==> config.mk <==
export PLATFORM = sky130hd
export DESIGN_NAME = fetch_top
export DESIGN_NICKNAME = d
export VERILOG_FILES = /design/src/fetch_pkg.sv /design/src/fetch_base.sv /design/src/sample_ticker.sv /design/src/sample_fifo.sv /design/src/packet_framer.sv /design/src/fetch_top.sv
export SDC_FILE = /design/constraint.sdc
export NUM_CORES = 2
export LEC_CHECK = 0
export BUFFER_PORTS_ARGS = -buffer_cell sky130_fd_sc_hd__buf_2
export CAP_MARGIN = 10
export CELL_PAD_IN_SITES_DETAIL_PLACEMENT = 0
export CELL_PAD_IN_SITES_GLOBAL_PLACEMENT = 1
export CORE_MARGIN = 1
export CORE_UTILIZATION = 60
export DETAILED_ROUTE_END_ITERATION = 6
export PLACE_DENSITY = 0.82
export REMOVE_ABC_BUFFERS = 1
export SLEW_MARGIN = 20
export SYNTH_ARGS = -nofsm -noshare
export SYNTH_HDL_FRONTEND = slang
export SYNTH_HIERARCHICAL = 1
export SYNTH_SLANG_ARGS = --single-unit
==> constraint.sdc <==
create_clock -name clk_sys -period 11.3 [get_ports clk_sys]
set_clock_uncertainty 0.2 [all_clocks]
set_input_delay 0.565 -clock clk_sys [delete_from_list [all_inputs] [get_ports clk_sys]]
set_output_delay 0.565 -clock clk_sys [all_outputs]
set_load 0.005 [all_outputs]
==> src/fetch_pkg.sv <==
// fetch package: shared types, framer states and packet constants for the sampling front end
`default_nettype none

package fetch_pkg;

	// ----------------------------------------------------------------------
	// data widths
	// ----------------------------------------------------------------------
	typedef logic [15:0] sample_t;
	typedef logic [15:0] word_t;
	typedef logic [15:0] len_t;
	typedef logic [19:0] period_t;
	typedef logic [15:0] frq_t;

	// device-count mode: 0 below 8, 1 for 8 to 15, 3 for 16 and up
	typedef logic [1:0] mode_t;

	// ----------------------------------------------------------------------
	// decoded configuration
	// ----------------------------------------------------------------------
	typedef struct packed {
		len_t    len_pkg;
		len_t    len_load;
		mode_t   mode;
		frq_t    tbit_frq;
		period_t tbit_period;
	} cfg_dec_t;

	// framer states
	typedef enum logic [2:0] {
		idle,
		head,
		load,
		check0,
		check1
	} frame_state_t;

	// ----------------------------------------------------------------------
	// packet layout
	// ----------------------------------------------------------------------
	localparam len_t  len_head  = 16'd12;
	localparam len_t  len_check = 16'd2;
	localparam word_t sync_word = 16'heb90;

	// mode codes
	localparam mode_t mode_small = 2'h0;
	localparam mode_t mode_mid   = 2'h1;
	localparam mode_t mode_large = 2'h3;

endpackage

`default_nettype wire

==> src/fetch_base.sv <==
// configuration decoder mapping device count and rate code to packet length, mode and tick timing
`timescale 1ns/10ps
`default_nettype none

module fetch_base import fetch_pkg::*; #(
	parameter int samples_per_unit = 900
) (
	input  wire         clk_sys,
	input  wire         rst,
	input  wire  [7:0]  cfg_numdev,
	input  wire  [7:0]  cfg_sample,
	output cfg_dec_t    cfg_dec
);

	// defaults match rate code 20 with fewer than 8 devices
	localparam len_t load_dflt = len_t'(samples_per_unit * 20);

	len_t    units;
	len_t    load_next;
	frq_t    frq_next;
	period_t period_next;

	// ----------------------------------------------------------------------
	// payload size from rate code
	// ----------------------------------------------------------------------
	always_comb begin
		case (cfg_sample)
			8'd20:   units = 16'd20;
			8'd10:   units = 16'd10;
			8'd5:    units = 16'd5;
			8'd2:    units = 16'd2;
			8'd1:    units = 16'd1;
			default: units = 16'd20;
		endcase
		load_next = len_t'(samples_per_unit) * units;
	end

	// tick frequency from one table per mode
	// the table is picked by the registered mode
	always_comb begin
		case (cfg_dec.mode)
			mode_large: begin
				case (cfg_sample)
					8'd20:   frq_next = 16'd5000;
					8'd10:   frq_next = 16'd4000;
					8'd5:    frq_next = 16'd2000;
					8'd2:    frq_next = 16'd1000;
					8'd1:    frq_next = 16'd500;
					default: frq_next = 16'd5000;
				endcase
			end
			mode_mid: begin
				case (cfg_sample)
					8'd20:   frq_next = 16'd4000;
					8'd10:   frq_next = 16'd2000;
					8'd5:    frq_next = 16'd1000;
					8'd2:    frq_next = 16'd500;
					8'd1:    frq_next = 16'd200;
					default: frq_next = 16'd4000;
				endcase
			end
			default: begin
				case (cfg_sample)
					8'd20:   frq_next = 16'd2000;
					8'd10:   frq_next = 16'd1000;
					8'd5:    frq_next = 16'd500;
					8'd2:    frq_next = 16'd200;
					8'd1:    frq_next = 16'd200;
					default: frq_next = 16'd2000;
				endcase
			end
		endcase
	end

	// period is 100000 divided by frq
	// unknown codes fall back to 20
	always_comb begin
		case (frq_next)
			16'd5000: period_next = 20'd20;
			16'd4000: period_next = 20'd25;
			16'd2000: period_next = 20'd50;
			16'd1000: period_next = 20'd100;
			16'd500:  period_next = 20'd200;
			16'd200:  period_next = 20'd500;
			16'd100:  period_next = 20'd1000;
			default:  period_next = 20'd20;
		endcase
	end

	// ----------------------------------------------------------------------
	// registered outputs
	// ----------------------------------------------------------------------
	always_ff @(posedge clk_sys) begin
		if (rst) begin
			cfg_dec.len_load    <= load_dflt;
			cfg_dec.len_pkg     <= len_head + load_dflt + len_check;
			cfg_dec.mode        <= mode_small;
			cfg_dec.tbit_frq    <= 16'd2000;
			cfg_dec.tbit_period <= 20'd50;
		end else begin
			cfg_dec.len_load <= load_next;
			cfg_dec.len_pkg  <= len_head + load_next + len_check;
			if (cfg_numdev >= 8'd16)
				cfg_dec.mode <= mode_large;
			else if (cfg_numdev >= 8'd8)
				cfg_dec.mode <= mode_mid;
			else
				cfg_dec.mode <= mode_small;
			// second stage follows the mode register
			cfg_dec.tbit_frq    <= frq_next;
			cfg_dec.tbit_period <= period_next;
		end
	end

	// the period table must agree with the frequency tables
	a_period_frq: assert property (@(posedge clk_sys) disable iff (rst)
		int'(cfg_dec.tbit_period) * int'(cfg_dec.tbit_frq) == 100000)
		else $error("tbit_period does not match 100000 / tbit_frq");

endmodule

`default_nettype wire

==> src/sample_ticker.sv <==
// sample producer: counts tick periods while running and pushes the current ADC word
`timescale 1ns/10ps
`default_nettype none

module sample_ticker import fetch_pkg::*; (
	input  wire          clk_sys,
	input  wire          rst,
	input  wire          run,
	input  wire period_t tbit_period,
	input  wire sample_t adc_data,
	output logic         push,
	output sample_t      push_data
);

	period_t cnt;
	period_t last;
	logic    tick;

	// terminal count, one push every tbit_period cycles
	assign last = tbit_period - 20'd1;
	assign tick = run && (cnt >= last);

	// ----------------------------------------------------------------------
	// period counter
	// ----------------------------------------------------------------------
	always_ff @(posedge clk_sys) begin
		if (rst) begin
			cnt  <= '0;
			push <= 1'b0;
		end else if (!run) begin
			// held at zero while stopped
			cnt  <= '0;
			push <= 1'b0;
		end else if (tick) begin
			cnt  <= '0;
			push <= 1'b1;
		end else begin
			cnt  <= cnt + 20'd1;
			push <= 1'b0;
		end
	end

	// capture on terminal count
	always_ff @(posedge clk_sys) begin
		if (tick)
			push_data <= adc_data;
	end

endmodule

`default_nettype wire

==> src/sample_fifo.sv <==
// sample buffer: synchronous FIFO with occupancy count and sticky overflow flag
`timescale 1ns/10ps
`default_nettype none

module sample_fifo import fetch_pkg::*; #(
	parameter int fifo_depth_log2 = 8
) (
	input  wire                         clk_sys,
	input  wire                         rst,
	input  wire                         push,
	input  wire sample_t                push_data,
	input  wire                         pop,
	output sample_t                     pop_data,
	output logic [fifo_depth_log2:0]    count,
	output logic                        overflow
);

	localparam int depth = 1 << fifo_depth_log2;

	sample_t                     mem [depth];
	logic [fifo_depth_log2-1:0]  wr_ptr;
	logic [fifo_depth_log2-1:0]  rd_ptr;
	logic                        full;
	logic                        wr_en;

	// msb of the count only sets when every slot is used
	assign full  = count[fifo_depth_log2];
	assign wr_en = push && !full;

	// ----------------------------------------------------------------------
	// storage
	// ----------------------------------------------------------------------
	always_ff @(posedge clk_sys) begin
		if (wr_en)
			mem[wr_ptr] <= push_data;
		// read word shows up the cycle after pop
		if (pop)
			pop_data <= mem[rd_ptr];
	end

	// ----------------------------------------------------------------------
	// pointers, count, overflow
	// ----------------------------------------------------------------------
	always_ff @(posedge clk_sys) begin
		if (rst) begin
			wr_ptr   <= '0;
			rd_ptr   <= '0;
			count    <= '0;
			overflow <= 1'b0;
		end else begin
			if (wr_en)
				wr_ptr <= wr_ptr + 1'b1;
			if (pop)
				rd_ptr <= rd_ptr + 1'b1;
			case ({wr_en, pop})
				2'b10:   count <= count + 1'b1;
				2'b01:   count <= count - 1'b1;
				default: count <= count;
			endcase
			// dropped word, stays set until reset
			if (push && full)
				overflow <= 1'b1;
		end
	end

	// the framer must only pop what is there
	a_no_pop_empty: assert property (@(posedge clk_sys) disable iff (rst) pop |-> count != '0)
		else $error("pop issued on empty FIFO");

endmodule

`default_nettype wire

==> src/packet_framer.sv <==
// packet framer that wraps buffered samples in header and check words
`timescale 1ns/10ps
`default_nettype none

module packet_framer import fetch_pkg::*; #(
	parameter int fifo_depth_log2 = 8
) (
	input  wire                          clk_sys,
	input  wire                          rst,
	input  wire                          run,
	input  wire cfg_dec_t                cfg_dec,
	input  wire  [7:0]                   cfg_numdev,
	input  wire  [fifo_depth_log2:0]     count,
	output logic                         pop,
	input  wire sample_t                 pop_data,
	output word_t                        out_word,
	output logic                         out_valid,
	output logic                         out_sop,
	output logic                         out_eop
);

	frame_state_t state;
	len_t         word_cnt;
	len_t         pop_cnt;
	logic         pop_q;
	word_t        sum;
	word_t        seq;
	word_t        head_word;

	// pop while samples are buffered and the payload is not complete
	assign pop = (state == load) && (count != '0) && (pop_cnt < cfg_dec.len_load);

	// ----------------------------------------------------------------------
	// header word select
	// ----------------------------------------------------------------------
	always_comb begin
		case (word_cnt)
			16'd0:   head_word = sync_word;
			16'd1:   head_word = cfg_dec.len_pkg;
			16'd2:   head_word = seq;
			16'd3:   head_word = cfg_dec.tbit_frq;
			16'd4:   head_word = {cfg_dec.mode, 6'b0, cfg_numdev};
			default: head_word = '0;
		endcase
	end

	// ----------------------------------------------------------------------
	// state machine
	// ----------------------------------------------------------------------
	always_ff @(posedge clk_sys) begin
		if (rst) begin
			state    <= idle;
			word_cnt <= '0;
			pop_cnt  <= '0;
			pop_q    <= 1'b0;
			sum      <= '0;
			seq      <= '0;
		end else begin
			pop_q <= pop;
			case (state)
				idle: begin
					if (run) begin
						state    <= head;
						word_cnt <= '0;
					end
				end
				head: begin
					if (word_cnt == len_head - 16'd1) begin
						state    <= load;
						word_cnt <= '0;
						pop_cnt  <= '0;
						sum      <= '0;
					end else begin
						word_cnt <= word_cnt + 16'd1;
					end
				end
				load: begin
					if (pop)
						pop_cnt <= pop_cnt + 16'd1;
					// word_cnt counts payload words already presented
					if (pop_q) begin
						sum      <= sum + pop_data;
						word_cnt <= word_cnt + 16'd1;
						if (word_cnt == cfg_dec.len_load - 16'd1)
							state <= check0;
					end
				end
				check0: state <= check1;
				check1: begin
					seq      <= seq + 16'd1;
					word_cnt <= '0;
					state    <= run ? head : idle;
				end
				default: state <= idle;
			endcase
		end
	end

	// ----------------------------------------------------------------------
	// output mux
	// ----------------------------------------------------------------------
	always_comb begin
		out_word  = '0;
		out_valid = 1'b0;
		out_sop   = 1'b0;
		out_eop   = 1'b0;
		case (state)
			head: begin
				out_word  = head_word;
				out_valid = 1'b1;
				out_sop   = (word_cnt == '0);
			end
			load: begin
				out_word  = pop_data;
				out_valid = pop_q;
			end
			check0: begin
				out_word  = sum;
				out_valid = 1'b1;
			end
			check1: begin
				out_word  = ~sum;
				out_valid = 1'b1;
				out_eop   = 1'b1;
			end
			default: ;
		endcase
	end

	// configuration must hold still while a packet is being built
	a_cfg_stable: assert property (@(posedge clk_sys) disable iff (rst)
		(state != idle) |=> $stable(cfg_dec))
		else $error("decoded configuration changed during a packet");

endmodule

`default_nettype wire

==> src/fetch_top.sv <==
// sampling front end top: decoder, tick producer, sample FIFO and packet framer
`timescale 1ns/10ps
`default_nettype none

module fetch_top import fetch_pkg::*; #(
	parameter int samples_per_unit = 900,
	parameter int fifo_depth_log2  = 8
) (
	input  wire          clk_sys,
	input  wire          rst,
	input  wire          run,
	input  wire  [7:0]   cfg_numdev,
	input  wire  [7:0]   cfg_sample,
	input  wire sample_t adc_data,
	output word_t        out_word,
	output logic         out_valid,
	output logic         out_sop,
	output logic         out_eop,
	output logic         overflow,
	output cfg_dec_t     cfg_dec
);

	// ----------------------------------------------------------------------
	// internal links
	// ----------------------------------------------------------------------
	logic                     push;
	sample_t                  push_data;
	logic                     pop;
	sample_t                  pop_data;
	logic [fifo_depth_log2:0] count;

	fetch_base #(
		.samples_per_unit(samples_per_unit)
	) base_i (
		.clk_sys   (clk_sys),
		.rst       (rst),
		.cfg_numdev(cfg_numdev),
		.cfg_sample(cfg_sample),
		.cfg_dec   (cfg_dec)
	);

	sample_ticker ticker_i (
		.clk_sys    (clk_sys),
		.rst        (rst),
		.run        (run),
		.tbit_period(cfg_dec.tbit_period),
		.adc_data   (adc_data),
		.push       (push),
		.push_data  (push_data)
	);

	// absorbs the gap between tick rate and output rate
	sample_fifo #(
		.fifo_depth_log2(fifo_depth_log2)
	) fifo_i (
		.clk_sys  (clk_sys),
		.rst      (rst),
		.push     (push),
		.push_data(push_data),
		.pop      (pop),
		.pop_data (pop_data),
		.count    (count),
		.overflow (overflow)
	);

	packet_framer #(
		.fifo_depth_log2(fifo_depth_log2)
	) framer_i (
		.clk_sys   (clk_sys),
		.rst       (rst),
		.run       (run),
		.cfg_dec   (cfg_dec),
		.cfg_numdev(cfg_numdev),
		.count     (count),
		.pop       (pop),
		.pop_data  (pop_data),
		.out_word  (out_word),
		.out_valid (out_valid),
		.out_sop   (out_sop),
		.out_eop   (out_eop)
	);

endmodule

`default_nettype wire

# == Word level (Yosys, flattened, before mapping) ==
# Memories as Yosys holds them, arrays and structs flattened. A register that Yosys moved wholly into a read port is not among the register bits.
# Index checks and enable logic that the tools add are counted.
# op_classes
addsub,13
reduce_logical,20
n_mul,1
eq_ne,29
bitwise_logic,2
order_cmp,4
muxes,32
# op_table
operator,count
16-bit one-hot mux with 4 select lines,2
16-bit 2-to-1 mux,6
16-bit one-hot mux with 2 select lines,3
16-bit one-hot mux with 5 select lines,1
10-bit one-hot mux with 6 select lines,1
13-bit one-hot mux with 4 select lines,1
16-bit by 1-bit adder with 16-bit output (second input constant),3
12-bit one-hot mux with 4 select lines,1
11-bit one-hot mux with 3 select lines,1
16-bit by 2-bit equality test with 1-bit output (second input constant),2
20-bit by 1-bit adder with 20-bit output (second input constant),1
20-bit greater-or-equal comparator,1
5-bit one-hot mux with 4 select lines,1
20-bit by 1-bit subtractor with 20-bit output (second input constant),1
9-bit one-hot mux with 2 select lines,1
16-bit adder,1
16-bit by 2-bit adder with 16-bit output (second input constant),1
4-bit by 16-bit adder with 16-bit output (first input constant),1
8-bit by 1-bit adder with 8-bit output (second input constant),2
16-bit by 1-bit equality test with 1-bit output (second input constant),1
16-bit by 10-bit equality test with 1-bit output (second input constant),1
16-bit by 11-bit equality test with 1-bit output (second input constant),1
16-bit by 12-bit equality test with 1-bit output (second input constant),1
16-bit equality test,1
41 further kinds,65
# totals
ramBits,4096
elab_cells,121
out_inout_bits,90
in_bits,35
regBits,201
memories,1
# memory_table
memory,words,width,rd,rd_clocked_by_memory_dff,write_ports,line_no,text
fifo_i.mem,256,16,1,1,1,sample_fifo.sv:20,sample_t mem [depth];

# == Depth between registers and ports, before layout ==
# logic_depth
depth_word,6
depth_mapped,21
mapped_depth_nobuf,18

# == By module ==
# The synthesis kept the hierarchy.
# modules_own_cells
mod,area_each_um2,cells_each,seq_area_each_um2,instances
sample_fifo,160774.2,7560,123998.9,1
packet_framer,5512.8,714,1361.3,1
sample_ticker,2177.1,217,900.9,1
fetch_base,2173.3,233,940.9,1

# == Worst setup path after synthesis ==
# OpenSTA, ideal clock, no wires.
# synth_path
path_kind,register to register
start,"reg, netlist name base_i/cfg_dec[45]"
end,reg fifo_i.count[8]
path_stages_with_launch,22
arrival_ns,4.848
n_path_buf,3
slack_ns,6.132
required_time_ns,10.979
synth_period_minus_slack_ns,5.168
setup_ns,0.121
path_cell_list,dfxtp_1 buf_4 inv_1 ha_1 a21oi_1 o21ai_0 and3_1 a21oi_1 nand3_1 inv_1 ha_1 clkbuf_1 clkbuf_1 xor2_1 ha_1 a21oi_1 o22ai_1 a221oi_1 nand3b_1 a211o_1 a21oi_1 mux2_2
# synth_between
elab_chain_cells,4
word_cells_on_any_way,6
cone_classes,order compare (1); eq/ne (2); mux (1); reduce/logical (2)
# synth_rtl
item,line_no,text
16-bit less-than comparator (*),packet_framer.sv:31,assign pop = (state == load) && (count != '0) && (pop_cnt < cfg_dec.len_load);
1-bit logical AND (*),packet_framer.sv:31,
named net pop,fetch_top.sv:28,logic pop;
2-bit by 1-bit equality test with 1-bit output or 2-bit equality test (tied branches),sample_fifo.sv:55,"case ({wr_en, pop})"
9-bit one-hot mux with 2 select lines or 2-bit nonzero test (tied branches),--,
to (signal assigned),sample_fifo.sv:56,2'b10: count <= count + 1'b1;
to (signal assigned),sample_fifo.sv:57,2'b01: count <= count - 1'b1;
to (signal assigned),sample_fifo.sv:58,default: count <= count;
to (decl),sample_fifo.sv:14,"output logic [fifo_depth_log2:0] count,"
# Mark *: on every way through the listed nets, which the timed path passes. The rest lies on a longest branch.
# A chain may end at the register's enable or synchronous reset.

# == Worst setup path after layout ==
# layout_path
start,reg framer_i.state[1]
end,reg fifo_i.count[8]
# layout_between
elab_chain_cells,5
word_cells_on_any_way,7
cone_classes,eq/ne (3); mux (1); reduce/logical (3)
# layout_rtl
item,line_no,text
from (decl),packet_framer.sv:22,frame_state_t state;
from (signal assigned),packet_framer.sv:52,state <= idle;
from (signal assigned),packet_framer.sv:69,state <= load;
from (signal assigned),packet_framer.sv:85,state <= check0;
3-bit by 2-bit equality test with 1-bit output (*),packet_framer.sv:31,
1-bit logical AND (*) (2 in series),packet_framer.sv:31,
named net pop,fetch_top.sv:28,
2-bit by 1-bit equality test with 1-bit output or 2-bit equality test (tied branches),sample_fifo.sv:55,
9-bit one-hot mux with 2 select lines or 2-bit nonzero test (tied branches),--,
# Marked as above.

==> metrics.sh <==
PORTBUFFERS=103
WORSTMARGINPINSLEW_NS=1.371
WORST-ENDPOINT-ARRIVAL_NS=7.35
PEAKVDDDROP_mV=0.1528
PWR-SHARE-CLK_PCT=44.3
WL_PER_CELL_UM=34.95
MOSTFREQUENTLAYOUTCELL='sky130_fd_sc_hd__edfxtp_1'
IO_PINS=125
END_KIND='register'
AREA_FRACTION_OF_THE_DOMINANT_CELL_TYPE_AFTER_SYNTHESIS_PCT=72.64
CTS.SINKS=4290
LEAKAGE_nW=58.46
CORE.ROWCOUNT=195
TIMING.MAX_CAP.VIOLATIONS=0
WHS_NS=0.09309
RSZ_0062_RAISED_AFTER_GLOBAL_ROUTING='false'
CTS_REPAIR_RESIZE_COUNT=0
FINAL-HOLD-VIOLATION-COUNT=0
NUMBER_OF_STANDARD_CELLS_AFTER_SYNTHESIS=8724
CTS_POST_SETUP_BUFFERS_INSERTED=0
TIMING.FINAL.CRIT_SHARE_PCT=59.56
SYNTH_EDF_COUNT=4128
CTS_BUFFERS=419
GRT_PASS1_VIAS=89830
CTS_ROOT_BUFFER='sky130_fd_sc_hd__clkbuf_16'
WORSTPATHREQUIRED_NS=11.92
POSTSYNTH.ASYNCRESETSHARE_PCT=0
DESIGN_POWER_TOTAL_mW=31.24
INTPOWER_mW=25.12
PATH_CLK_SLEW_NS=0.06
CORE-AREA_UM2=282500
SYNTH_TOP_AREA_CELL='sky130_fd_sc_hd__edfxtp_1'
SYNTH_FLOP_CELL='sky130_fd_sc_hd__edfxtp_1'
NUMBER_OF_SEARCH_AND_REPAIR_ITERATIONS_IN_THE_FIRST_DETAILED_ROUTING_PASS=7
LAYOUT_COMMON_CELLS='sky130_fd_sc_hd__edfxtp_1, sky130_fd_sc_hd__mux4_2, sky130_fd_sc_hd__mux2i_1, sky130_fd_sc_hd__clkbuf_16, sky130_fd_sc_hd__nor2_1'
DP_HPWL_MM=269.0
VIOLATIONS='design-rule violations'
DRTANTENNAVIOLNETS=0
CHIPWIDTH_UM=535.3
REG2REG_SETUP_SLACK_NS=4.57
MULTIINPUTGATEAREA_UM2=39650
SETUP_VIOLATIONS=0
DETAILEDPLACE.WORSTSLACK_NS=4.222
GLOBALROUTE.TOTALOVERFLOW=0
FLOORPLAN.DIE.HEIGHT_UM=535.3
LAYOUT-AREA-OVERHEAD-VS-SYNTH_PCT=11.26
INITIAL_ANTENNA_VIOLATION_COUNT=28
SYNTH_AREA_LEADERS='sky130_fd_sc_hd__edfxtp_1, sky130_fd_sc_hd__mux4_2, sky130_fd_sc_hd__mux2i_1'
GR-USAGE-ALL-LAYERS_PCT=32.38
STATUS='complete, but fails checks'
DRT-INITIAL-DRC-COUNT=13260
YOSYSSEQAREASHARE_PCT=74.55
CLOCK_LATENCY_NS=0.96
DRT_DRC_VIOLATIONS_LEFT=2
SYNTH_AREA_PER_CELL_UM2=19.56
CRITICALPATHCATEGORY='reg2reg'
H-TREE-DEPTH=5
MAX_SLEW_HEADROOM_PCT=8.067
MIN-DELAY-PATH-CLASS='in2reg'
GRT_START_MAX_NET_PINS=217
NUMBER_OF_BUFFERS_BETWEEN_CLOCK_ROOT_AND_THE_DEEPEST_SINK=4
UTILIZATION_PCT=67.20
P_SW_SHARE_PCT=19.60
SYNTH_CELL_TYPES=103
POWER_SWITCHING_mW=6.124
SHARE_COMB_OF_TOTAL_POWER_PCT=0.7
CP_STARTPOINT_KIND='register'
FINAL_LAYOUT_SIZE_SUFFIX_GT1_SHARE_PCT=20.32
NETLIST_AREA_UM2=170600
SYNTH-SEQ-CELLS=4290
FIRST_PASS_GRT_WIRE_LENGTH_MM=656.8
DIEAREA_UM2=286500
STARTING_DENSITY_PCT=60.40
CRIT_PATH_MAX_FANOUT=26
SLEW_VIOLATIONS=0
GP_CONGESTION=0.9073
PERIOD_NEEDED_NS=6.730
VIA_PER_INST=6.943
TOTALWIRELENGTH_MM=463.7
ACHIEVABLE_FREQUENCY_GHz=0.1486
TRITONCTS='built'
LAYOUT.NETS=9293
VIAS=92130
SEQ_POWER_SHARE_PCT=55.0
SEQUENTIAL_CELL_AREA_UM2=127200
SYNTH.YOSYS.WARNINGS=6
FINALWORSTSETUPSLACK_NS=4.570
N_FILL_CELL=17810
CELL_PWR_DENSITY_nW_PER_UM2=164.6
-- worst max-delay path, stage by stage, from the launching register on --
cell and delay, ns:
sky130_fd_sc_hd__dfxtp_1 0.92, sky130_fd_sc_hd__nor2b_2 0.69, sky130_fd_sc_hd__nand2_1 0.42, sky130_fd_sc_hd__a2111oi_2 0.51, sky130_fd_sc_hd__nand3_1 0.34, sky130_fd_sc_hd__inv_1 0.16, sky130_fd_sc_hd__buf_4 0.44, sky130_fd_sc_hd__ha_1 0.71
sky130_fd_sc_hd__xor2_1 0.15, sky130_fd_sc_hd__ha_1 0.22, sky130_fd_sc_hd__a21oi_1 0.29, sky130_fd_sc_hd__o22ai_1 0.14, sky130_fd_sc_hd__a221oi_1 0.46, sky130_fd_sc_hd__nand3b_1 0.14, sky130_fd_sc_hd__a211o_1 0.31, sky130_fd_sc_hd__a21oi_1 0.15
sky130_fd_sc_hd__mux2_2 0.34
-- state kept, by name, summed over array words and instances, names as in the netlist, 8 cells and up --
name,count
ticker_i/cnt,20
framer_i/seq,16
fifo_i/count,9
framer_i/pop_cnt,16
fifo_i/rd_ptr,8
fifo_i/mem,4096
framer_i/word_cnt,16
fifo_i/pop_data,16
base_i/cfg_dec,47
ticker_i/push_data,16
fifo_i/wr_ptr,8
framer_i/sum,16
-- synthesized netlist by cell type, types with 23 or more instances --
cell and instances:
sky130_fd_sc_hd__buf_12 28, sky130_fd_sc_hd__nand4_1 33, sky130_fd_sc_hd__mux4_1 107, sky130_fd_sc_hd__clkbuf_1 187, sky130_fd_sc_hd__buf_8 34, sky130_fd_sc_hd__a221oi_1 100
sky130_fd_sc_hd__mux4_2 682, sky130_fd_sc_hd__a21oi_1 236, sky130_fd_sc_hd__nor2b_1 24, sky130_fd_sc_hd__buf_2 134, sky130_fd_sc_hd__and3_1 30, sky130_fd_sc_hd__a211oi_1 73
sky130_fd_sc_hd__nor2_1 455, sky130_fd_sc_hd__buf_4 64, sky130_fd_sc_hd__xnor2_1 61, sky130_fd_sc_hd__xor2_1 62, sky130_fd_sc_hd__dfxtp_1 162, sky130_fd_sc_hd__mux2i_1 547
sky130_fd_sc_hd__o221ai_1 119, sky130_fd_sc_hd__nor3_1 58, sky130_fd_sc_hd__buf_1 27, sky130_fd_sc_hd__inv_1 72, sky130_fd_sc_hd__o211ai_1 23, sky130_fd_sc_hd__clkbuf_8 34
sky130_fd_sc_hd__or3_1 26, sky130_fd_sc_hd__edfxtp_1 4128, sky130_fd_sc_hd__buf_6 28, sky130_fd_sc_hd__a22oi_1 166, sky130_fd_sc_hd__o22ai_1 59, sky130_fd_sc_hd__o21ai_0 166
sky130_fd_sc_hd__nand3_1 95, sky130_fd_sc_hd__a31oi_1 33, sky130_fd_sc_hd__mux2_2 24, sky130_fd_sc_hd__ha_1 83, sky130_fd_sc_hd__nand2_1 245
-- power groups by stage --
stage	registers (mW)	clock network, mW	logic [mW]
final	17.2	13.8	0.216
after global placement	17.5	0	0.199
after global routing	17.2	14.6	0.236
after floorplan	17.5	0	0.118
after CTS	17.2	14.0	0.212
after detailed placement	17.5	0	0.202
-- final cells by class --
| type | count | share of cell area [%] |
|---|---|---|
| Sequential cell | 4290 | 67.01 |
| Multi-Input combinational cell | 3836 | 20.88 |
| Clock buffer | 502 | 5.764 |
| Tap cell | 3743 | 2.467 |
| Timing Repair Buffer | 548 | 2.307 |
| Clock inverter | 267 | 1.404 |
| Inverter | 78 | 0.1588 |
| Antenna cell | 5 | 0.006590 |
-- through the flow --
step                      instances  cell area, µm²  setup TNS (ns)
after global placement        12460          175700               0
after floorplan                8204          166900         -728.37
after detailed placement      12460          175700               0
after global routing          13270          189800               0
after CTS                     13260          189700               0
final                         13270          189900               0
-- kinds of logic (layout without fill, tap and decap cells) --
group | Yosys count | in the layout | synth area share (%)
xor gates and xnor gates | 123 | 123 | 0.6313
muxes | 1361 | 1361 | 14.02
and+or+nand+nor | 1090 | 1090 | 3.014
AOI/OAI and AO/OA | 1155 | 1155 | 4.728
other | 2 | 27 | 0.004401
buffers and inverters | 618 | 1395 | 2.420
adders and majority gates | 85 | 85 | 0.6321
DFF | 4290 | 4290 | 74.55
-- final timing paths --
| check | from | end | cells past startpoint |
|---|---|---|---|
| worst max-delay path | framer_i/state[1]$_SDFFE_PP0P_ | fifo_i/count[8]$_SDFFE_PP0P_ | 16 |
| worst min-delay path | cfg_sample[7] | base_i/cfg_dec[44]$_SDFF_PP1_ | 5 |
| worst max register to register | framer_i/state[1]$_SDFFE_PP0P_ | fifo_i/count[8]$_SDFFE_PP0P_ | 16 |
| worst min register to register | fifo_i/overflow$_SDFFE_PP0P_ | fifo_i/overflow$_SDFFE_PP0P_ | 2 |
-- repair_timing --
| action | 4_1_cts | 5_1_grt |
|---|---|---|
| hold endpoints to repair | 53 | 0 |
| hold buffers | 33 | 0 |
| endpoints found under the setup margin | 0 | 0 |
-- metal layers --
metal  part of all wire, %  global-route usage, %  up-vias
met4                   5.6                  15.74       20
met1                    35                  44.32    47740
met2                    46                  49.51     6354
li1                      -                      -    36930
met3                    13                  7.742     1080
met5                 0.029                 0.2998        -
Note: power is estimated with default switching activity, not from simulation.
